<file path="src/source/isa_pkg.sv">
`default_nettype none

package isa_pkg;

	localparam int data_w = 16;
	localparam int reg_idx_w = 3;
	localparam int num_regs = 1 << reg_idx_w;
	localparam int imm5_w = 5;
	localparam int imm8_w = 8;

	typedef logic [data_w-1:0] data_t;
	typedef logic [reg_idx_w-1:0] reg_idx_t;

	// Encodings not listed here decode as illegal
	typedef enum logic [4:0] {
		op_halt    = 5'b00000,
		op_nop     = 5'b00001,
		op_addi    = 5'b01000,
		op_subi    = 5'b01001,
		op_xori    = 5'b01010,
		op_andni   = 5'b01011,
		op_slbi    = 5'b10010,
		op_roli    = 5'b10100,
		op_slli    = 5'b10101,
		op_rori    = 5'b10110,
		op_srli    = 5'b10111,
		op_lbi     = 5'b11000,
		op_btr     = 5'b11001,
		op_shift_r = 5'b11010,
		op_alu_r   = 5'b11011,
		op_seq     = 5'b11100,
		op_slt     = 5'b11101,
		op_sle     = 5'b11110,
		op_sco     = 5'b11111
	} opcode_t;

	typedef logic [1:0] funct_t;

	// Arithmetic group and low bits of the immediate opcodes
	localparam funct_t funct_add  = 2'b00;
	localparam funct_t funct_sub  = 2'b01;
	localparam funct_t funct_xor  = 2'b10;
	localparam funct_t funct_andn = 2'b11;

	// Shift group
	localparam funct_t funct_rol = 2'b00;
	localparam funct_t funct_sll = 2'b01;
	localparam funct_t funct_ror = 2'b10;
	localparam funct_t funct_srl = 2'b11;

	typedef struct packed {
		opcode_t  opcode;
		reg_idx_t rs;
		reg_idx_t rt;
		reg_idx_t rd;
		funct_t   funct;
	} r_fmt_t;

	typedef struct packed {
		opcode_t           opcode;
		reg_idx_t          rs;
		reg_idx_t          rd;
		logic [imm5_w-1:0] imm5;
	} i1_fmt_t;

	typedef struct packed {
		opcode_t           opcode;
		reg_idx_t          rs;
		logic [imm8_w-1:0] imm8;
	} i2_fmt_t;

	typedef union packed {
		r_fmt_t  r_fmt;
		i1_fmt_t i1_fmt;
		i2_fmt_t i2_fmt;
	} instr_u;

	typedef enum logic [2:0] {
		out_alu,
		out_set_true,
		out_set_false,
		out_bit_reverse,
		out_lbi,
		out_slbi
	} out_sel_t;

endpackage

`default_nettype wire

</file>
<file path="src/source/pipe_pkg.sv">
`default_nettype none

package pipe_pkg;

	typedef enum logic [2:0] {
		alu_add,
		alu_xor,
		alu_andn,
		alu_rol,
		alu_sll,
		alu_ror,
		alu_srl
	} alu_op_t;

	// Source of operand B
	typedef enum logic [1:0] {
		imm_none,
		imm_sext5,
		imm_zext5
	} imm_sel_t;

	// Order matches the low opcode bits of SEQ, SLT, SLE, SCO
	typedef enum logic [1:0] {
		set_eq,
		set_lt,
		set_le,
		set_co
	} set_op_t;

	typedef struct packed {
		logic              reg_write;
		logic              illegal;
		alu_op_t           alu_op;
		logic              inv_a;
		logic              inv_b;
		logic              cin;
		imm_sel_t          imm_sel;
		set_op_t           set_op;
		isa_pkg::out_sel_t out_sel;
		isa_pkg::reg_idx_t dst;
	} ctrl_t;

	typedef struct packed {
		logic                       valid;
		ctrl_t                      ctrl;
		isa_pkg::reg_idx_t          rs;
		isa_pkg::reg_idx_t          rt;
		isa_pkg::data_t             rs_data;
		isa_pkg::data_t             rt_data;
		logic [isa_pkg::imm5_w-1:0] imm5;
		logic [isa_pkg::imm8_w-1:0] imm8;
	} dec_exe_t;

	typedef struct packed {
		logic                       valid;
		ctrl_t                      ctrl;
		isa_pkg::data_t             alu_y;
		logic                       carry;
		logic                       ofl;
		logic                       zero;
		logic                       neg;
		isa_pkg::data_t             op_a;
		logic [isa_pkg::imm8_w-1:0] imm8;
	} exe_res_t;

	typedef struct packed {
		logic              valid;
		isa_pkg::reg_idx_t idx;
		isa_pkg::data_t    data;
	} wb_t;

endpackage

`default_nettype wire

</file>
<file path="src/source/alu.sv">
`timescale 1ns/1ps
`default_nettype none

module alu (
	input  wire isa_pkg::data_t    a,
	input  wire isa_pkg::data_t    b,
	input  wire pipe_pkg::alu_op_t op,
	input  wire logic              inv_a,
	input  wire logic              inv_b,
	input  wire logic              cin,
	output isa_pkg::data_t         y,
	output logic                   carry,
	output logic                   ofl,
	output logic                   zero,
	output logic                   neg
);

	localparam int msb = isa_pkg::data_w - 1;

	isa_pkg::data_t              a_eff;
	isa_pkg::data_t              b_eff;
	isa_pkg::data_t              sum;
	logic [isa_pkg::data_w:0]    sum_full;
	logic [2*isa_pkg::data_w-1:0] rot_l;
	logic [2*isa_pkg::data_w-1:0] rot_r;
	logic [3:0]                  amt;

	assign a_eff = inv_a ? ~a : a;
	assign b_eff = inv_b ? ~b : b;

	assign sum_full = {1'b0, a_eff} + {1'b0, b_eff} + {{isa_pkg::data_w{1'b0}}, cin};
	assign sum = sum_full[msb:0];

	// Flags always come from the adder
	assign carry = sum_full[isa_pkg::data_w];
	assign ofl = (a_eff[msb] == b_eff[msb]) && (sum[msb] != a_eff[msb]);
	assign zero = (sum == '0);
	assign neg = sum[msb];

	// Shift amount is the low four bits of B
	assign amt = b[3:0];

	// Rotates via a doubled word
	assign rot_l = {a, a} << amt;
	assign rot_r = {a, a} >> amt;

	always_comb begin
		case (op)
			pipe_pkg::alu_add:  y = sum;
			pipe_pkg::alu_xor:  y = a_eff ^ b_eff;
			pipe_pkg::alu_andn: y = a_eff & ~b_eff;
			pipe_pkg::alu_rol:  y = rot_l[2*isa_pkg::data_w-1:isa_pkg::data_w];
			pipe_pkg::alu_sll:  y = a << amt;
			pipe_pkg::alu_ror:  y = rot_r[msb:0];
			pipe_pkg::alu_srl:  y = a >> amt;
			default:            y = sum;
		endcase
	end

endmodule

`default_nettype wire

</file>
<file path="src/source/decode_stage.sv">
`timescale 1ns/1ps
`default_nettype none

module decode_stage (
	input  wire logic              clk,
	input  wire logic              rst,
	input  wire isa_pkg::instr_u   instr,
	input  wire logic              instr_valid,
	output isa_pkg::reg_idx_t      rd_idx_a,
	output isa_pkg::reg_idx_t      rd_idx_b,
	input  wire isa_pkg::data_t    rd_data_a,
	input  wire isa_pkg::data_t    rd_data_b,
	output pipe_pkg::dec_exe_t     dec_exe
);

	isa_pkg::opcode_t   opcode;
	pipe_pkg::ctrl_t    ctrl;
	pipe_pkg::dec_exe_t dec_next;

	function automatic pipe_pkg::alu_op_t shift_op(input isa_pkg::funct_t sel);
		case (sel)
			isa_pkg::funct_rol: shift_op = pipe_pkg::alu_rol;
			isa_pkg::funct_sll: shift_op = pipe_pkg::alu_sll;
			isa_pkg::funct_ror: shift_op = pipe_pkg::alu_ror;
			default:            shift_op = pipe_pkg::alu_srl;
		endcase
	endfunction

	// SUB forms compute B - A as ~A + B + 1
	function automatic pipe_pkg::ctrl_t arith_ctrl(input pipe_pkg::ctrl_t base,
		input isa_pkg::funct_t sel);
		pipe_pkg::ctrl_t c;
		c = base;
		case (sel)
			isa_pkg::funct_add: c.alu_op = pipe_pkg::alu_add;
			isa_pkg::funct_sub: begin
				c.alu_op = pipe_pkg::alu_add;
				c.inv_a = 1'b1;
				c.cin = 1'b1;
			end
			isa_pkg::funct_xor: c.alu_op = pipe_pkg::alu_xor;
			default:            c.alu_op = pipe_pkg::alu_andn;
		endcase
		return c;
	endfunction

	assign opcode = instr.r_fmt.opcode;
	assign rd_idx_a = instr.r_fmt.rs;
	assign rd_idx_b = instr.r_fmt.rt;

	always_comb begin
		ctrl = '0;
		ctrl.reg_write = 1'b1;
		ctrl.alu_op = pipe_pkg::alu_add;
		ctrl.imm_sel = pipe_pkg::imm_none;
		ctrl.set_op = pipe_pkg::set_eq;
		ctrl.out_sel = isa_pkg::out_alu;
		ctrl.dst = instr.r_fmt.rd;

		case (opcode)
			isa_pkg::op_alu_r: ctrl = arith_ctrl(ctrl, instr.r_fmt.funct);
			isa_pkg::op_shift_r: ctrl.alu_op = shift_op(instr.r_fmt.funct);
			isa_pkg::op_addi, isa_pkg::op_subi: begin
				ctrl = arith_ctrl(ctrl, opcode[1:0]);
				ctrl.imm_sel = pipe_pkg::imm_sext5;
				ctrl.dst = instr.i1_fmt.rd;
			end
			isa_pkg::op_xori, isa_pkg::op_andni: begin
				ctrl = arith_ctrl(ctrl, opcode[1:0]);
				ctrl.imm_sel = pipe_pkg::imm_zext5;
				ctrl.dst = instr.i1_fmt.rd;
			end
			isa_pkg::op_roli, isa_pkg::op_slli, isa_pkg::op_rori, isa_pkg::op_srli: begin
				ctrl.alu_op = shift_op(opcode[1:0]);
				ctrl.imm_sel = pipe_pkg::imm_zext5;
				ctrl.dst = instr.i1_fmt.rd;
			end
			// Compare as rs - rt so the flags give the relation
			isa_pkg::op_seq, isa_pkg::op_slt, isa_pkg::op_sle: begin
				ctrl.inv_b = 1'b1;
				ctrl.cin = 1'b1;
				ctrl.set_op = pipe_pkg::set_op_t'(opcode[1:0]);
				ctrl.out_sel = isa_pkg::out_set_true;
			end
			isa_pkg::op_sco: begin
				ctrl.set_op = pipe_pkg::set_co;
				ctrl.out_sel = isa_pkg::out_set_true;
			end
			isa_pkg::op_btr: ctrl.out_sel = isa_pkg::out_bit_reverse;
			isa_pkg::op_lbi: begin
				ctrl.out_sel = isa_pkg::out_lbi;
				ctrl.dst = instr.i2_fmt.rs;
			end
			isa_pkg::op_slbi: begin
				ctrl.out_sel = isa_pkg::out_slbi;
				ctrl.dst = instr.i2_fmt.rs;
			end
			isa_pkg::op_nop: ctrl.reg_write = 1'b0;
			// HALT and every unsupported opcode
			default: begin
				ctrl.reg_write = 1'b0;
				ctrl.illegal = 1'b1;
			end
		endcase
	end

	always_comb begin
		dec_next.valid = instr_valid;
		dec_next.ctrl = ctrl;
		dec_next.rs = instr.r_fmt.rs;
		dec_next.rt = instr.r_fmt.rt;
		dec_next.rs_data = rd_data_a;
		dec_next.rt_data = rd_data_b;
		dec_next.imm5 = instr.i1_fmt.imm5;
		dec_next.imm8 = instr.i2_fmt.imm8;
	end

	always_ff @(posedge clk) begin
		dec_exe <= dec_next;
		if (rst) begin
			dec_exe.valid <= 1'b0;
		end
	end

endmodule

`default_nettype wire

</file>
<file path="src/source/execute_stage.sv">
`timescale 1ns/1ps
`default_nettype none

module execute_stage (
	input  wire logic               clk,
	input  wire logic               rst,
	input  wire pipe_pkg::dec_exe_t dec_exe,
	input  wire pipe_pkg::wb_t      fwd,
	output pipe_pkg::exe_res_t      exe_res
);

	localparam int ext_w = isa_pkg::data_w - isa_pkg::imm5_w;

	isa_pkg::data_t     op_a;
	isa_pkg::data_t     rt_val;
	isa_pkg::data_t     op_b;
	isa_pkg::data_t     alu_y;
	logic               carry;
	logic               ofl;
	logic               zero;
	logic               neg;
	pipe_pkg::exe_res_t exe_next;

	// Result of the instruction just ahead overrides the stale register read
	assign op_a = (fwd.valid && fwd.idx == dec_exe.rs) ? fwd.data : dec_exe.rs_data;
	assign rt_val = (fwd.valid && fwd.idx == dec_exe.rt) ? fwd.data : dec_exe.rt_data;

	always_comb begin
		case (dec_exe.ctrl.imm_sel)
			pipe_pkg::imm_sext5: op_b = {{ext_w{dec_exe.imm5[isa_pkg::imm5_w-1]}}, dec_exe.imm5};
			pipe_pkg::imm_zext5: op_b = {{ext_w{1'b0}}, dec_exe.imm5};
			default:             op_b = rt_val;
		endcase
	end

	alu alu_i (
		.a     (op_a),
		.b     (op_b),
		.op    (dec_exe.ctrl.alu_op),
		.inv_a (dec_exe.ctrl.inv_a),
		.inv_b (dec_exe.ctrl.inv_b),
		.cin   (dec_exe.ctrl.cin),
		.y     (alu_y),
		.carry (carry),
		.ofl   (ofl),
		.zero  (zero),
		.neg   (neg)
	);

	always_comb begin
		exe_next.valid = dec_exe.valid;
		exe_next.ctrl = dec_exe.ctrl;
		exe_next.alu_y = alu_y;
		exe_next.carry = carry;
		exe_next.ofl = ofl;
		exe_next.zero = zero;
		exe_next.neg = neg;
		exe_next.op_a = op_a;
		exe_next.imm8 = dec_exe.imm8;
	end

	always_ff @(posedge clk) begin
		exe_res <= exe_next;
		if (rst) begin
			exe_res.valid <= 1'b0;
		end
	end

endmodule

`default_nettype wire

</file>
<file path="src/source/reg_file.sv">
`timescale 1ns/1ps
`default_nettype none

module reg_file (
	input  wire logic              clk,
	input  wire logic              rst,
	input  wire isa_pkg::reg_idx_t rd_idx_a,
	input  wire isa_pkg::reg_idx_t rd_idx_b,
	output isa_pkg::data_t         rd_data_a,
	output isa_pkg::data_t         rd_data_b,
	input  wire pipe_pkg::wb_t     wr
);

	isa_pkg::data_t regs [isa_pkg::num_regs];

	always_ff @(posedge clk) begin
		if (rst) begin
			for (int i = 0; i < isa_pkg::num_regs; i++) begin
				regs[i] <= '0;
			end
		end else if (wr.valid) begin
			regs[wr.idx] <= wr.data;
		end
	end

	// Write-through bypass for a read of the register being written
	always_comb begin
		if (wr.valid && wr.idx == rd_idx_a) begin
			rd_data_a = wr.data;
		end else begin
			rd_data_a = regs[rd_idx_a];
		end

		if (wr.valid && wr.idx == rd_idx_b) begin
			rd_data_b = wr.data;
		end else begin
			rd_data_b = regs[rd_idx_b];
		end
	end

endmodule

`default_nettype wire

</file>
<file path="src/source/result_stage.sv">
`timescale 1ns/1ps
`default_nettype none

module result_stage (
	input  wire pipe_pkg::exe_res_t exe_res,
	output pipe_pkg::wb_t           wb,
	output logic                    err
);

	localparam int ext_w = isa_pkg::data_w - isa_pkg::imm8_w;

	logic              set_hit;
	logic              lt;
	isa_pkg::out_sel_t sel;
	isa_pkg::data_t    rev;
	isa_pkg::data_t    value;

	// Signed less-than of rs - rt
	assign lt = exe_res.neg ^ exe_res.ofl;

	always_comb begin
		case (exe_res.ctrl.set_op)
			pipe_pkg::set_eq: set_hit = exe_res.zero;
			pipe_pkg::set_lt: set_hit = lt;
			pipe_pkg::set_le: set_hit = exe_res.zero | lt;
			default:          set_hit = exe_res.carry;
		endcase
	end

	assign rev = {<<{exe_res.op_a}};

	always_comb begin
		sel = exe_res.ctrl.out_sel;
		// A set instruction whose condition fails writes zero
		if (sel == isa_pkg::out_set_true && !set_hit) begin
			sel = isa_pkg::out_set_false;
		end

		case (sel)
			isa_pkg::out_set_true:    value = isa_pkg::data_t'(1);
			isa_pkg::out_set_false:   value = '0;
			isa_pkg::out_bit_reverse: value = rev;
			isa_pkg::out_lbi:         value = {{ext_w{exe_res.imm8[isa_pkg::imm8_w-1]}}, exe_res.imm8};
			isa_pkg::out_slbi:        value = {exe_res.op_a[ext_w-1:0], exe_res.imm8};
			default:                  value = exe_res.alu_y;
		endcase
	end

	assign wb.valid = exe_res.valid & exe_res.ctrl.reg_write;
	assign wb.idx = exe_res.ctrl.dst;
	assign wb.data = value;

	assign err = exe_res.valid & exe_res.ctrl.illegal;

endmodule

`default_nettype wire

</file>
<file path="src/source/wisc_core.sv">
`timescale 1ns/1ps
`default_nettype none

module wisc_core (
	input  wire logic            clk,
	input  wire logic            rst,
	input  wire isa_pkg::instr_u instr,
	input  wire logic            instr_valid,
	output pipe_pkg::wb_t        wb,
	output logic                 err
);

	isa_pkg::reg_idx_t  rd_idx_a;
	isa_pkg::reg_idx_t  rd_idx_b;
	isa_pkg::data_t     rd_data_a;
	isa_pkg::data_t     rd_data_b;
	pipe_pkg::dec_exe_t dec_exe;
	pipe_pkg::exe_res_t exe_res;

	reg_file reg_file_i (
		.clk       (clk),
		.rst       (rst),
		.rd_idx_a  (rd_idx_a),
		.rd_idx_b  (rd_idx_b),
		.rd_data_a (rd_data_a),
		.rd_data_b (rd_data_b),
		.wr        (wb)
	);

	decode_stage decode_stage_i (
		.clk         (clk),
		.rst         (rst),
		.instr       (instr),
		.instr_valid (instr_valid),
		.rd_idx_a    (rd_idx_a),
		.rd_idx_b    (rd_idx_b),
		.rd_data_a   (rd_data_a),
		.rd_data_b   (rd_data_b),
		.dec_exe     (dec_exe)
	);

	// Write-back feeds execute directly for back-to-back dependencies
	execute_stage execute_stage_i (
		.clk     (clk),
		.rst     (rst),
		.dec_exe (dec_exe),
		.fwd     (wb),
		.exe_res (exe_res)
	);

	result_stage result_stage_i (
		.exe_res (exe_res),
		.wb      (wb),
		.err     (err)
	);

endmodule

`default_nettype wire

</file>
<file path="config.mk">
export PLATFORM = sky130hd
export DESIGN_NAME = wisc_core
export DESIGN_NICKNAME = d
export VERILOG_FILES = /design/src/source/isa_pkg.sv /design/src/source/pipe_pkg.sv /design/src/source/alu.sv /design/src/source/decode_stage.sv /design/src/source/execute_stage.sv /design/src/source/reg_file.sv /design/src/source/result_stage.sv /design/src/source/wisc_core.sv
export SDC_FILE = /design/constraint.sdc
export NUM_CORES = 1
export LEC_CHECK = 0
export ABC_AREA = 1
export BUFFER_PORTS_ARGS = -buffer_cell sky130_fd_sc_hd__buf_2
export CAP_MARGIN = 20
export CORE_ASPECT_RATIO = 0.8
export CORE_UTILIZATION = 40
export CTS_CLUSTER_DIAMETER = 50
export DETAILED_ROUTE_END_ITERATION = 10
export PLACE_DENSITY = 0.59
export SYNTH_ARGS = -nofsm -noshare
export SYNTH_HDL_FRONTEND = slang
export SYNTH_SLANG_ARGS = --single-unit
</file>
<file path="constraint.sdc">
create_clock -name clk -period 8.9 [get_ports clk]
set_input_delay 2.67 -clock clk [delete_from_list [all_inputs] [get_ports clk]]
set_output_delay 2.67 -clock clk [all_outputs]
set_load 0.02 [all_outputs]
</file>
==> report_table.html, run 1 <==
<table>
<tr><th>Metric</th><th>Value</th></tr>
<tr><th colspan="2">Run status</th></tr>
<tr><td>Run status</td><td>finished clean</td></tr>
<tr><th colspan="2">Routing</th></tr>
<tr><td>DRT antenna net count</td><td>0</td></tr>
<tr><td>Count of vias placed by the detailed router</td><td>14200</td></tr>
<tr><td>DR WL/cell</td><td>21.6 µm</td></tr>
<tr><td>Number of remaining DRC errors</td><td>0</td></tr>
<tr><td>Detailed-router iteration count before antenna repair</td><td>6</td></tr>
<tr><td>Vias per inst</td><td>5.83</td></tr>
<tr><td>Drt total wl</td><td>52700 µm</td></tr>
<tr><td>Number of violations reported at the end of detailed-routing iteration 0</td><td>2116</td></tr>
<tr><th colspan="2">Clock tree</th></tr>
<tr><td>Buffer count from post-CTS setup fixing</td><td>0</td></tr>
<tr><td>TritonCTS clock tree</td><td>done</td></tr>
<tr><td>Clock latency at the later pin of the worst-skew pair</td><td>0.56 ns</td></tr>
<tr><td>Max Buffers Root-to-Sink</td><td>3</td></tr>
<tr><td>CTS Hold Buffers Added</td><td>0</td></tr>
<tr><td>Number of buffers created by CTS</td><td>27</td></tr>
<tr><td>CTS Sinks</td><td>245</td></tr>
<tr><td>Clock-pin slew on the worst setup and hold paths</td><td>0.07 ns</td></tr>
<tr><td>Number of H-tree levels</td><td>1</td></tr>
<tr><td>Master cell of the clock root buffer</td><td>sky130_fd_sc_hd__clkbuf_16</td></tr>
<tr><td>Post-cts gate resize count</td><td>0</td></tr>
<tr><th colspan="2">Power</th></tr>
<tr><td>Power share of the sequential group</td><td>0.362</td></tr>
<tr><td>Areal power density over the cells</td><td>231 mW/mm²</td></tr>
<tr><td>Standby leakage power</td><td>6.97 nW</td></tr>
<tr><td>Fraction of power consumed by combinational cells</td><td>0.327</td></tr>
<tr><td>Switching share of total power</td><td>0.386</td></tr>
<tr><td>Worst supply voltage drop on vdd</td><td>0.171 mV</td></tr>
<tr><td>Switching power</td><td>1.44 mW</td></tr>
<tr><td>Internal power of the cells</td><td>2.28 mW</td></tr>
<tr><td>Part of the power in the clock network</td><td>0.311</td></tr>
<tr><td>Overall power after layout</td><td>3.72 mW</td></tr>
<tr><th colspan="2">Floorplanning</th></tr>
<tr><td>Area of the die</td><td>0.0378 mm²</td></tr>
<tr><td>Area of the core region</td><td>0.0361 mm²</td></tr>
<tr><td>Number of placement rows</td><td>62</td></tr>
<tr><td>Die width</td><td>217 µm</td></tr>
<tr><td>Die Y-Extent</td><td>174 µm</td></tr>
<tr><td>Initial core utilization</td><td>0.410</td></tr>
<tr><td>Count of boundary I/O pins</td><td>40</td></tr>
<tr><th colspan="2">Critical path</th></tr>
<tr><td>Buffers and inverters on the worst path</td><td>4</td></tr>
<tr><td>Required time of the critical path</td><td>6.23 ns</td></tr>
<tr><td>Cell mode on critical path</td><td>sky130_fd_sc_hd__nand2_1</td></tr>
<tr><td>Critical path class</td><td>flip-flop to output pin</td></tr>
<tr><td>WP data arrival</td><td>2.93 ns</td></tr>
<tr><td>Worst path slowest cell</td><td>sky130_fd_sc_hd__nand2_1</td></tr>
<tr><td>Largest stage delay on the critical path</td><td>0.48 ns</td></tr>
<tr><td>Worst Path Max Fanout</td><td>14</td></tr>
<tr><td>Cell-by-cell listing of the critical path</td><td>inv_1 &gt; nor2_2 &gt; nand2_1 &gt; nor2_2 &gt; nand2_2 &gt; a21oi_4 &gt; nand2_2 &gt; inv_2 &gt; nand2_1 &gt; nand2_1 &gt; inv_1 &gt; buf_2</td></tr>
<tr><td>Cell type group with the largest total delay on the critical path</td><td>simple AND/OR/NAND/NOR gates</td></tr>
<tr><td>Crit path capture type</td><td>output pin</td></tr>
<tr><td>Element type at the critical path start</td><td>flip-flop</td></tr>
<tr><th colspan="2">GRT</th></tr>
<tr><td>Met3 track demand over resource</td><td>0.0572</td></tr>
<tr><td>Routing usage on met2</td><td>0.381</td></tr>
<tr><td>GRT overflow</td><td>0</td></tr>
<tr><td>Most crowded layer after global routing</td><td>met1</td></tr>
<tr><td>Global-route usage over all layers</td><td>0.276</td></tr>
<tr><td>Antenna violations before repair</td><td>0</td></tr>
<tr><td>Pin count of the biggest net entering global routing</td><td>91</td></tr>
<tr><td>Global-route wire length before repair</td><td>79200 µm</td></tr>
<tr><td>GR met1 Demand/Resource</td><td>0.422</td></tr>
<tr><td>Via count of the first global-routing pass</td><td>12800</td></tr>
<tr><th colspan="2">STA</th></tr>
<tr><td>Tmin final</td><td>5.60 ns</td></tr>
<tr><td>Highest attainable clock frequency</td><td>178 MHz</td></tr>
<tr><td>Worst setup skew after layout</td><td>0.0303 ns</td></tr>
<tr><td>Slew headroom</td><td>0.306</td></tr>
<tr><td>Slew at the pin closest to its max-slew limit</td><td>1.04 ns</td></tr>
<tr><td>Setup tns final</td><td>0 ns</td></tr>
<tr><td>Final-report setup violation count</td><td>0</td></tr>
<tr><td>Final Hold Vio Count</td><td>0</td></tr>
<tr><td>Unrepaired setup endpoints after global routing</td><td>no</td></tr>
<tr><td>Period utilization</td><td>0.630</td></tr>
<tr><td>Number of max-slew violations in the final report</td><td>0</td></tr>
<tr><th colspan="2">Yosys</th></tr>
<tr><td>Summed instance area of the synthesized netlist</td><td>0.0148 mm²</td></tr>
<tr><td>Unique masters post-synth</td><td>54</td></tr>
<tr><td>Post-Synthesis Net Count</td><td>2043</td></tr>
<tr><td>Count of flip-flops with a built-in enable after synthesis</td><td>128</td></tr>
<tr><td>Seq/Total Area, Yosys</td><td>0.417</td></tr>
<tr><td>Mean Syn Cell Area</td><td>7.50 µm²</td></tr>
<tr><td>Cell types with the largest area share after synthesis</td><td>sky130_fd_sc_hd__edfxtp_1 (26%), sky130_fd_sc_hd__dfxtp_1 (16%), sky130_fd_sc_hd__nand2_1 (7.7%)</td></tr>
<tr><td>Yosys warnings</td><td>0</td></tr>
<tr><td>Share of the synthesized area in the top cell type</td><td>0.259</td></tr>
<tr><td>Cell type with the largest total area after synthesis</td><td>sky130_fd_sc_hd__edfxtp_1</td></tr>
<tr><td>Share of async-settable or async-resettable flops after synthesis</td><td>0</td></tr>
<tr><td>Top_reg_cell synth</td><td>sky130_fd_sc_hd__edfxtp_1</td></tr>
<tr><td>Flip-flop and latch count after synthesis</td><td>245</td></tr>
<tr><td>Post-Syn Instances</td><td>1977</td></tr>
<tr><th colspan="2">Min path</th></tr>
<tr><td>Worst Hold Class</td><td>flip-flop to flip-flop</td></tr>
<tr><th colspan="2">Layout</th></tr>
<tr><td>Post-layout nets</td><td>2005</td></tr>
<tr><td>Diode insertion count for antenna repair</td><td>0</td></tr>
<tr><td>Layout cells sized above 1</td><td>0.0878</td></tr>
<tr><td>Layout-stage area growth over the synthesis result</td><td>8.72%</td></tr>
<tr><th colspan="2">Job</th></tr>
<tr><td>Reported max-cap violation count</td><td>0</td></tr>
<tr><th colspan="2">Place</th></tr>
<tr><td>GPL Wtd Cong</td><td>1.01</td></tr>
<tr><td>Count of input and output buffers</td><td>39</td></tr>
<tr><td>Placed wire-length estimate</td><td>36800 µm</td></tr>
</table>
[power groups by stage]
stage | combinational (mW) | sequential (mW) | clock (mW)
after floorplan | 0.821 | 1.34 | 0
after global placement | 1.18 | 1.37 | 0
after detailed placement | 1.18 | 1.37 | 0
after CTS | 1.18 | 1.34 | 1.17
after global routing | 1.31 | 1.35 | 1.22
final | 1.22 | 1.35 | 1.16
[cells in the mapped netlist (all sizes together), types with 2 or more instances]
cell type and count:
nor2 305, xor2 46, clkinv 9, buf 38, o2111ai 2, o221ai 18, ha 45, a311oi 8
inv 180, nor3 15, a21boi 3, a22o 7, nand2 333, a31oi 6, a21oi 97, nand3 212
or2 15, nand4 14, edfxtp 128, nor4 2, nand3b 6, fa 2, o211ai 38, dfxtp 117
o21ai 215, a211oi 2, xnor2 6, clkbuf 85, o22ai 15
[metrics by stage]
step	area [µm²]	hold slack [ns]	setup WS, ns	std cells	utilization
4_1_cts	16100	0.327	3.31	2440	0.446
6_report	16100	0.328	3.30	2440	0.446
3_3_place_gp	15200	0.311	3.57	2390	0.420
2_1_floorplan	14800	0.310	4.55	1977	-
3_5_place_dp	15200	0.312	3.57	2390	0.420
5_1_grt	16100	0.335	3.05	2440	0.446
[cell usage in the layout, fill, tap and decap left out, drive strengths merged, types with 2 or more instances in the layout]
master and n:
nand2 333, nor2 305, o21ai 215, nand3 212, inv 185, edfxtp 128, dfxtp 117, a21oi 97
buf 56, xor2 46, ha 45, o211ai 38, clkbuf 31, o221ai 18, clkinv 17, nor3 15
or2 15, o22ai 15, nand4 14, a311oi 8, a22o 7, xnor2 6, nand3b 6, a31oi 6
clkinvlp 3, bufinv 3, a21boi 3, nor4 2, fa 2, a211oi 2, o2111ai 2
[cell families after synthesis]
group                    count (synthesis)  synth area share
AND/OR/NAND/NOR                        905             0.264
AO/OA/AOI/OAI                          416             0.162
buffers and inverters                  312            0.0854
flip-flops                             245             0.417
XOR/XNOR                                52            0.0307
adder cells (fa/ha/maj)                 47            0.0407
[flip-flops by register name (all words and copies together), names as in the netlist]
name / count
decode_stage_i.dec_exe: 62
execute_stage_i.exe_res: 55
reg_file_i.regs: 128
[metal layers]
layer	vias up	wire length [µm]
met1	6726	24500
met5	-	0
li1	6564	-
met4	0	1730
met3	101	5580
met2	834	21000
[layout make-up]
cell class	count	area, µm²
tap	480	601
timing repair buffer	56	323
inverter	189	713
clock buffer	31	711
clock inverter	19	204
sequential	245	6190
multi-input combinational	1420	7370
fill	3682	20000
[final timing paths]
| path | start | endpoint | slack [ns] | cells after the start |
|---|---|---|---|---|
| worst min register to register | decode_stage_i.dec_exe[52] | execute_stage_i.exe_res[45] | 0.33 | 0 |
| worst max register to register | decode_stage_i.dec_exe[59] | execute_stage_i.exe_res[42] | 3.45 | 20 |
| worst min-delay path | decode_stage_i.dec_exe[52] | execute_stage_i.exe_res[45] | 0.33 | 0 |
| worst max-delay path | execute_stage_i.exe_res[47] | wb[8] | 3.30 | 12 |
Note: power is estimated with default switching activity, not from simulation.
==> run 2, diff against run 1 <==
==> constraint.sdc (replaced) <==
create_clock -name clk -period 5.45 [get_ports clk]
set_input_delay 1.635 -clock clk [delete_from_list [all_inputs] [get_ports clk]]
set_output_delay 1.635 -clock clk [all_outputs]
set_load 0.02 [all_outputs]
==> report_table.html, run 2 (synthesis gave the netlist of run 1 again) <==
<table>
<tr><th>Metric</th><th>Value</th></tr>
<tr><th colspan="2">Layout</th></tr>
<tr><td>Non-Filler Cell Area, Final</td><td>0.0163 mm²</td></tr>
<tr><td>Share of the core filled with cells in the final layout</td><td>0.452</td></tr>
<tr><td>Commonest non-fill, non-tap cell in the layout</td><td>sky130_fd_sc_hd__nand2_1</td></tr>
<tr><td>Number of flip-flops in the largest register</td><td>128</td></tr>
<tr><td>Post-route insts no fill</td><td>2462</td></tr>
<tr><td>Largest regs</td><td>reg_file_i.regs: 128 flops, decode_stage_i.dec_exe: 62 flops, execute_stage_i.exe_res: 55 flops</td></tr>
<tr><td>Commonest cells after routing, fill and taps aside</td><td>sky130_fd_sc_hd__nand2_1 (304), sky130_fd_sc_hd__nor2_1 (300), sky130_fd_sc_hd__nand3_1 (207), sky130_fd_sc_hd__o21ai_0 (207), sky130_fd_sc_hd__inv_1 (175)</td></tr>
<tr><td>Diode insertion count for antenna repair</td><td>0</td></tr>
<tr><td>Layout cells sized above 1</td><td>0.0974</td></tr>
<tr><td>Layout-stage area growth over the synthesis result</td><td>10.2%</td></tr>
<tr><td>Post-layout nets</td><td>2027</td></tr>
<tr><td>Register ranked first by flip-flop count</td><td>reg_file_i.regs</td></tr>
<tr><th colspan="2">Critical path</th></tr>
<tr><td>Largest stage delay on the critical path</td><td>0.45 ns</td></tr>
<tr><td>Crit path capture type</td><td>flip-flop</td></tr>
<tr><td>Cell type group with the largest total delay on the critical path</td><td>simple AND/OR/NAND/NOR gates</td></tr>
<tr><td>Startpoint of the most critical setup path</td><td>execute_stage_i.exe_res[47]</td></tr>
<tr><td>Reg-to-Reg Start</td><td>execute_stage_i.exe_res[47]</td></tr>
<tr><td>Required time of the critical path</td><td>5.92 ns</td></tr>
<tr><td>Critical path class</td><td>flip-flop to flip-flop</td></tr>
<tr><td>Minimum setup slack among reg-to-reg paths</td><td>0.39 ns</td></tr>
<tr><td>Buffers and inverters on the worst path</td><td>2</td></tr>
<tr><td>Worst Path Max Fanout</td><td>21</td></tr>
<tr><td>WP data arrival</td><td>5.53 ns</td></tr>
<tr><td>Element type at the critical path start</td><td>flip-flop</td></tr>
<tr><td>Worst path slowest cell</td><td>sky130_fd_sc_hd__fa_1</td></tr>
<tr><th colspan="2">Clock tree</th></tr>
<tr><td>CTS Sinks</td><td>245</td></tr>
<tr><td>Buffer count from post-CTS setup fixing</td><td>0</td></tr>
<tr><td>Post-cts gate resize count</td><td>0</td></tr>
<tr><td>Number of buffers created by CTS</td><td>27</td></tr>
<tr><td>TritonCTS clock tree</td><td>done</td></tr>
<tr><td>Clock-pin slew on the worst setup and hold paths</td><td>0.06 ns</td></tr>
<tr><td>Clock latency at the later pin of the worst-skew pair</td><td>0.55 ns</td></tr>
<tr><td>Number of H-tree levels</td><td>1</td></tr>
<tr><td>Master cell of the clock root buffer</td><td>sky130_fd_sc_hd__clkbuf_16</td></tr>
<tr><td>Max Buffers Root-to-Sink</td><td>3</td></tr>
<tr><td>CTS Hold Buffers Added</td><td>0</td></tr>
<tr><th colspan="2">Place</th></tr>
<tr><td>Placed cell count</td><td>2412</td></tr>
<tr><td>GPL Wtd Cong</td><td>1.01</td></tr>
<tr><td>Count of input and output buffers</td><td>39</td></tr>
<tr><td>Placed wire-length estimate</td><td>36300 µm</td></tr>
<tr><td>Placement Cell Area</td><td>0.0154 mm²</td></tr>
<tr><th colspan="2">STA</th></tr>
<tr><td>Tmin final</td><td>5.06 ns</td></tr>
<tr><td>Period utilization</td><td>0.928</td></tr>
<tr><td>Final-report setup violation count</td><td>0</td></tr>
<tr><td>Slew at the pin closest to its max-slew limit</td><td>1.14 ns</td></tr>
<tr><td>Setup tns final</td><td>0 ns</td></tr>
<tr><td>Number of max-slew violations in the final report</td><td>0</td></tr>
<tr><td>Slew headroom</td><td>0.241</td></tr>
<tr><td>Final Hold Vio Count</td><td>0</td></tr>
<tr><td>Unrepaired setup endpoints after global routing</td><td>no</td></tr>
<tr><td>Highest attainable clock frequency</td><td>198 MHz</td></tr>
<tr><td>Worst setup skew after layout</td><td>0.0123 ns</td></tr>
<tr><th colspan="2">Power</th></tr>
<tr><td>Worst supply voltage drop on vdd</td><td>0.205 mV</td></tr>
<tr><td>Standby leakage power</td><td>7.11 nW</td></tr>
<tr><td>Areal power density over the cells</td><td>373 mW/mm²</td></tr>
<tr><td>Overall power after layout</td><td>6.09 mW</td></tr>
<tr><th colspan="2">Routing</th></tr>
<tr><td>Detailed-router iteration count before antenna repair</td><td>6</td></tr>
<tr><td>DRT antenna net count</td><td>0</td></tr>
<tr><td>Number of remaining DRC errors</td><td>0</td></tr>
<tr><td>Number of violations reported at the end of detailed-routing iteration 0</td><td>1948</td></tr>
<tr><td>Vias per inst</td><td>5.79</td></tr>
<tr><td>DR WL/cell</td><td>21.5 µm</td></tr>
<tr><td>Count of vias placed by the detailed router</td><td>14200</td></tr>
<tr><td>Drt total wl</td><td>52900 µm</td></tr>
<tr><th colspan="2">Floorplanning</th></tr>
<tr><td>Die Y-Extent</td><td>174 µm</td></tr>
<tr><td>Number of placement rows</td><td>62</td></tr>
<tr><td>Die width</td><td>217 µm</td></tr>
<tr><td>Area of the die</td><td>0.0378 mm²</td></tr>
<tr><td>Count of boundary I/O pins</td><td>40</td></tr>
<tr><td>Initial core utilization</td><td>0.410</td></tr>
<tr><td>Area of the core region</td><td>0.0361 mm²</td></tr>
<tr><th colspan="2">GRT</th></tr>
<tr><td>Via count of the first global-routing pass</td><td>12900</td></tr>
<tr><td>Global-route usage over all layers</td><td>0.275</td></tr>
<tr><td>Antenna violations before repair</td><td>0</td></tr>
<tr><td>Pin count of the biggest net entering global routing</td><td>88</td></tr>
<tr><td>Global-route wire length before repair</td><td>79200 µm</td></tr>
<tr><td>GRT overflow</td><td>0</td></tr>
<tr><th colspan="2">Run status</th></tr>
<tr><td>Run status</td><td>finished clean</td></tr>
<tr><th colspan="2">Min path</th></tr>
<tr><td>Worst Hold Class</td><td>flip-flop to flip-flop</td></tr>
<tr><td>Launch point of the worst hold path</td><td>decode_stage_i.dec_exe[67]</td></tr>
<tr><th colspan="2">Job</th></tr>
<tr><td>Reported max-cap violation count</td><td>0</td></tr>
</table>
## run 2: worst register-to-register path, stage by stage (launching register included)
cell                       delay, ns
sky130_fd_sc_hd__dfxtp_1        0.35
sky130_fd_sc_hd__inv_1          0.09
sky130_fd_sc_hd__nor2_2         0.12
sky130_fd_sc_hd__nand2_1        0.07
sky130_fd_sc_hd__nor2_2         0.09
sky130_fd_sc_hd__nand2_2        0.09
sky130_fd_sc_hd__a21oi_4        0.36
sky130_fd_sc_hd__nand2_2        0.26
sky130_fd_sc_hd__nand2_2        0.16
sky130_fd_sc_hd__nand3_2        0.11
sky130_fd_sc_hd__nand2_4        0.18
sky130_fd_sc_hd__nand2_4        0.24
sky130_fd_sc_hd__xor2_2         0.30
sky130_fd_sc_hd__fa_1           0.25
sky130_fd_sc_hd__inv_1          0.07
sky130_fd_sc_hd__fa_1           0.45
sky130_fd_sc_hd__o21ai_0        0.39
sky130_fd_sc_hd__nand4_1        0.14
sky130_fd_sc_hd__o211ai_1       0.20
sky130_fd_sc_hd__nand3_1        0.11
sky130_fd_sc_hd__nand2_1        0.12
sky130_fd_sc_hd__a21oi_1        0.07
sky130_fd_sc_hd__o21bai_1       0.22
sky130_fd_sc_hd__a21oi_1        0.13
sky130_fd_sc_hd__xor2_1         0.17
sky130_fd_sc_hd__and2_1         0.14
sky130_fd_sc_hd__a21oi_1        0.10
## run 2: worst paths after layout
path                                  to  cells after the start
min          execute_stage_i.exe_res[60]                      0
min reg2reg  execute_stage_i.exe_res[60]                      0
max reg2reg  execute_stage_i.exe_res[42]                     26
max          execute_stage_i.exe_res[42]                     26
## run 2: routing by layer
| layer | GRT usage | routed length (µm) | part of all wire |
|---|---|---|---|
| met5 | 0 | 0 | 0 |
| met4 | 0.0487 | 862 | 0.016 |
| met2 | 0.398 | 22000 | 0.42 |
| met1 | 0.417 | 24500 | 0.46 |
| met3 | 0.0614 | 5530 | 0.10 |
## run 2: layout make-up
cell class              instances  area, µm²
repair buffers                 78        488
well taps                     480        601
fillers                      3657      19800
multi-input cells            1420       7380
clock inverters                10        114
clock buffers                  40        848
inverters                     189        713
flip-flops and latches        245       6190
## run 2: power by group
part | leakage, nW | internal, mW | total (mW) | switching [mW]
sequential | 2.34 | 2.11 | 2.19 | 0.0840
clock | 0.480 | 1.18 | 1.95 | 0.773
combinational | 4.29 | 0.545 | 1.95 | 1.40
total | 7.11 | 3.83 | 6.09 | 2.26
## run 2: per-stage QoR
step	setup slack, ns	hold slack [ns]
2_1_floorplan	1.44	0.310
3_3_place_gp	0.707	0.313
3_5_place_dp	0.474	0.314
4_1_cts	0.445	0.328
5_1_grt	0.0319	0.339
6_report	0.391	0.326
==> run 3, diff against run 2 <==
--- a/config.mk
+++ b/config.mk
@@ -15,4 +15,5 @@
 export PLACE_DENSITY = 0.59
 export SYNTH_ARGS = -nofsm -noshare
 export SYNTH_HDL_FRONTEND = slang
+export SYNTH_HIERARCHICAL = 1
 export SYNTH_SLANG_ARGS = --single-unit
==> report_table.html, run 3 <==
<table>
<tr><th>Metric</th><th>Value</th></tr>
<tr><th colspan="2">Critical path</th></tr>
<tr><td>WP data arrival</td><td>4.98 ns</td></tr>
<tr><td>Critical path class</td><td>flip-flop to flip-flop</td></tr>
<tr><td>Cell mode on critical path</td><td>sky130_fd_sc_hd__nand2_1</td></tr>
<tr><td>Cell-by-cell listing of the critical path</td><td>inv_1 &gt; nor2_1 &gt; nand2_1 &gt; nor2_2 &gt; nand2_2 &gt; a21oi_4 &gt; nand3_1 &gt; nand2_1 &gt; inv_1 &gt; o21ai_0 &gt; xor2_1 &gt; fa_1 &gt; fa_1 &gt; nand3_1 &gt; nand3_1 &gt; nand2_1 &gt; nand3b_1 &gt; nand2_1 &gt; nand3_1 &gt; nor2_1 &gt; nand2_1 &gt; nor2_1</td></tr>
<tr><td>Crit path capture type</td><td>flip-flop</td></tr>
<tr><td>Largest stage delay on the critical path</td><td>0.64 ns</td></tr>
<tr><td>Cell type group with the largest total delay on the critical path</td><td>simple AND/OR/NAND/NOR gates</td></tr>
<tr><td>Element type at the critical path start</td><td>flip-flop</td></tr>
<tr><td>Required time of the critical path</td><td>5.94 ns</td></tr>
<tr><td>Buffers and inverters on the worst path</td><td>2</td></tr>
<tr><td>Worst Path Max Fanout</td><td>16</td></tr>
<tr><td>Worst path slowest cell</td><td>sky130_fd_sc_hd__o21ai_0</td></tr>
<tr><th colspan="2">Floorplanning</th></tr>
<tr><td>Initial core utilization</td><td>0.411</td></tr>
<tr><td>Number of placement rows</td><td>65</td></tr>
<tr><td>Die width</td><td>228 µm</td></tr>
<tr><td>Area of the core region</td><td>0.0399 mm²</td></tr>
<tr><td>Die Y-Extent</td><td>183 µm</td></tr>
<tr><td>Area of the die</td><td>0.0417 mm²</td></tr>
<tr><td>Count of boundary I/O pins</td><td>40</td></tr>
<tr><th colspan="2">Routing</th></tr>
<tr><td>Vias per inst</td><td>5.40</td></tr>
<tr><td>Drt total wl</td><td>58300 µm</td></tr>
<tr><td>Detailed-router iteration count before antenna repair</td><td>6</td></tr>
<tr><td>Number of violations reported at the end of detailed-routing iteration 0</td><td>2239</td></tr>
<tr><td>DRT antenna net count</td><td>0</td></tr>
<tr><td>DR WL/cell</td><td>19.9 µm</td></tr>
<tr><td>Number of remaining DRC errors</td><td>0</td></tr>
<tr><td>Count of vias placed by the detailed router</td><td>15900</td></tr>
<tr><th colspan="2">Place</th></tr>
<tr><td>Placed wire-length estimate</td><td>41200 µm</td></tr>
<tr><td>GPL Wtd Cong</td><td>1.01</td></tr>
<tr><td>Placed cell count</td><td>2881</td></tr>
<tr><td>DP Worst Slack</td><td>1.05 ns</td></tr>
<tr><td>Count of input and output buffers</td><td>39</td></tr>
<tr><th colspan="2">STA</th></tr>
<tr><td>Slew headroom</td><td>0.263</td></tr>
<tr><td>Final-report setup violation count</td><td>0</td></tr>
<tr><td>Setup tns final</td><td>0 ns</td></tr>
<tr><td>Worst setup skew after layout</td><td>0.0178 ns</td></tr>
<tr><td>Minimum setup slack in the final design</td><td>0.962 ns</td></tr>
<tr><td>Slew at the pin closest to its max-slew limit</td><td>1.10 ns</td></tr>
<tr><td>Final Hold Vio Count</td><td>0</td></tr>
<tr><td>Period utilization</td><td>0.824</td></tr>
<tr><td>Tmin final</td><td>4.49 ns</td></tr>
<tr><td>Highest attainable clock frequency</td><td>223 MHz</td></tr>
<tr><td>Unrepaired setup endpoints after global routing</td><td>no</td></tr>
<tr><td>Number of max-slew violations in the final report</td><td>0</td></tr>
<tr><td>Fin Hold WS</td><td>0.326 ns</td></tr>
<tr><th colspan="2">Layout</th></tr>
<tr><td>Area taken by multi-input logic gates</td><td>0.00813 mm²</td></tr>
<tr><td>Layout-stage area growth over the synthesis result</td><td>8.50%</td></tr>
<tr><td>Post-route insts no fill</td><td>2937</td></tr>
<tr><td>Share of the core filled with cells in the final layout</td><td>0.445</td></tr>
<tr><td>Commonest cells after routing, fill and taps aside</td><td>sky130_fd_sc_hd__nand2_1 (773), sky130_fd_sc_hd__nand3_1 (410), sky130_fd_sc_hd__inv_1 (317), sky130_fd_sc_hd__nor2_1 (216), sky130_fd_sc_hd__edfxtp_1 (128)</td></tr>
<tr><td>Post-layout nets</td><td>2444</td></tr>
<tr><td>Layout cells sized above 1</td><td>0.0875</td></tr>
<tr><td>Register ranked first by flip-flop count</td><td>reg_file_i/regs</td></tr>
<tr><td>Commonest non-fill, non-tap cell in the layout</td><td>sky130_fd_sc_hd__nand2_1</td></tr>
<tr><td>Filler cells</td><td>4138</td></tr>
<tr><td>Diode insertion count for antenna repair</td><td>0</td></tr>
<tr><td>Area used by sequential logic in the layout</td><td>0.00619 mm²</td></tr>
<tr><td>Largest regs</td><td>reg_file_i/regs: 128 flops, decode_stage_i/dec_exe: 62 flops, execute_stage_i/exe_res: 55 flops</td></tr>
<tr><td>Number of flip-flops in the largest register</td><td>128</td></tr>
<tr><th colspan="2">Clock tree</th></tr>
<tr><td>Max Buffers Root-to-Sink</td><td>3</td></tr>
<tr><td>TritonCTS clock tree</td><td>done</td></tr>
<tr><td>Buffer count from post-CTS setup fixing</td><td>0</td></tr>
<tr><td>Post-cts gate resize count</td><td>0</td></tr>
<tr><td>Number of buffers created by CTS</td><td>30</td></tr>
<tr><td>Clock latency at the later pin of the worst-skew pair</td><td>0.57 ns</td></tr>
<tr><td>CTS Hold Buffers Added</td><td>0</td></tr>
<tr><td>CTS Sinks</td><td>245</td></tr>
<tr><td>Number of H-tree levels</td><td>1</td></tr>
<tr><td>Clock-pin slew on the worst setup and hold paths</td><td>0.06 ns</td></tr>
<tr><td>Master cell of the clock root buffer</td><td>sky130_fd_sc_hd__clkbuf_16</td></tr>
<tr><th colspan="2">GRT</th></tr>
<tr><td>Pin count of the biggest net entering global routing</td><td>69</td></tr>
<tr><td>GR met1 Demand/Resource</td><td>0.420</td></tr>
<tr><td>Global-route usage over all layers</td><td>0.276</td></tr>
<tr><td>GRT overflow</td><td>0</td></tr>
<tr><td>Via count of the first global-routing pass</td><td>14600</td></tr>
<tr><td>Met3 track demand over resource</td><td>0.0476</td></tr>
<tr><td>Global-route wire length before repair</td><td>88000 µm</td></tr>
<tr><td>Antenna violations before repair</td><td>0</td></tr>
<tr><td>Most crowded layer after global routing</td><td>met1</td></tr>
<tr><td>Routing usage on met2</td><td>0.402</td></tr>
<tr><th colspan="2">Run status</th></tr>
<tr><td>Run status</td><td>finished clean</td></tr>
<tr><th colspan="2">Job</th></tr>
<tr><td>Reported max-cap violation count</td><td>0</td></tr>
<tr><th colspan="2">Yosys</th></tr>
<tr><td>Mean Syn Cell Area</td><td>6.80 µm²</td></tr>
<tr><td>Yosys warnings</td><td>6</td></tr>
<tr><td>Post-Syn Instances</td><td>2407</td></tr>
<tr><td>Summed instance area of the synthesized netlist</td><td>0.0164 mm²</td></tr>
<tr><td>Post-Synthesis Net Count</td><td>2474</td></tr>
<tr><th colspan="2">Power</th></tr>
<tr><td>Standby leakage power</td><td>8.92 nW</td></tr>
<tr><td>Worst supply voltage drop on vdd</td><td>0.337 mV</td></tr>
<tr><td>Areal power density over the cells</td><td>363 mW/mm²</td></tr>
<tr><th colspan="2">Min path</th></tr>
<tr><td>Worst Hold Class</td><td>flip-flop to flip-flop</td></tr>
</table>
==> run 3: worst paths after layout <==
path	start	endpoint	slack, ns	cells after the start
worst max-delay path	execute_stage_i/exe_res[47]	execute_stage_i/exe_res[25]	0.96	22
worst min-delay path	decode_stage_i/dec_exe[51]	execute_stage_i/exe_res[44]	0.33	0
worst max register to register	execute_stage_i/exe_res[47]	execute_stage_i/exe_res[25]	0.96	22
worst min register to register	decode_stage_i/dec_exe[51]	execute_stage_i/exe_res[44]	0.33	0
==> run 3: metal layers <==
metal,up-vias,part of all wire
met4,0,0.017
met1,7411,0.47
met3,89,0.11
met5,-,0
li1,7512,-
met2,855,0.40
==> run 3: stage by stage <==
step	total power [mW]	cell area, µm²
after detailed placement	4.27	16700
after global routing	6.77	17800
final	6.44	17800
after global placement	4.27	16600
after floorplan	3.59	16400
after CTS	6.43	17800
==> run 3: worst reg2reg max path, stage by stage (launching register included) <==
cell and delay [ns]:
sky130_fd_sc_hd__dfxtp_1 0.36, sky130_fd_sc_hd__inv_1 0.08, sky130_fd_sc_hd__nor2_1 0.09, sky130_fd_sc_hd__nand2_1 0.06
sky130_fd_sc_hd__nor2_2 0.08, sky130_fd_sc_hd__nand2_2 0.09, sky130_fd_sc_hd__a21oi_4 0.35, sky130_fd_sc_hd__nand3_1 0.14
sky130_fd_sc_hd__nand2_1 0.21, sky130_fd_sc_hd__inv_1 0.08, sky130_fd_sc_hd__o21ai_0 0.64, sky130_fd_sc_hd__xor2_1 0.28
sky130_fd_sc_hd__fa_1 0.55, sky130_fd_sc_hd__fa_1 0.51, sky130_fd_sc_hd__nand3_1 0.11, sky130_fd_sc_hd__nand3_1 0.15
sky130_fd_sc_hd__nand2_1 0.12, sky130_fd_sc_hd__nand3b_1 0.09, sky130_fd_sc_hd__nand2_1 0.10, sky130_fd_sc_hd__nand3_1 0.10
sky130_fd_sc_hd__nor2_1 0.11, sky130_fd_sc_hd__nand2_1 0.06, sky130_fd_sc_hd__nor2_1 0.08
==> run 3: report_power, final <==
group	switching (mW)	internal, mW
Combinational	1.56	0.537
Sequential	0.0832	2.11
Clock	0.825	1.33
Total	2.47	3.98
==> run 3: cell type report <==
class | instances | share of cell area
repair buffers | 61 | 0.0202
clock inverters | 12 | 0.00782
multi-input cells | 1692 | 0.458
well taps | 536 | 0.0378
flip-flops and latches | 245 | 0.348
inverters | 347 | 0.0739
clock buffers | 44 | 0.0541
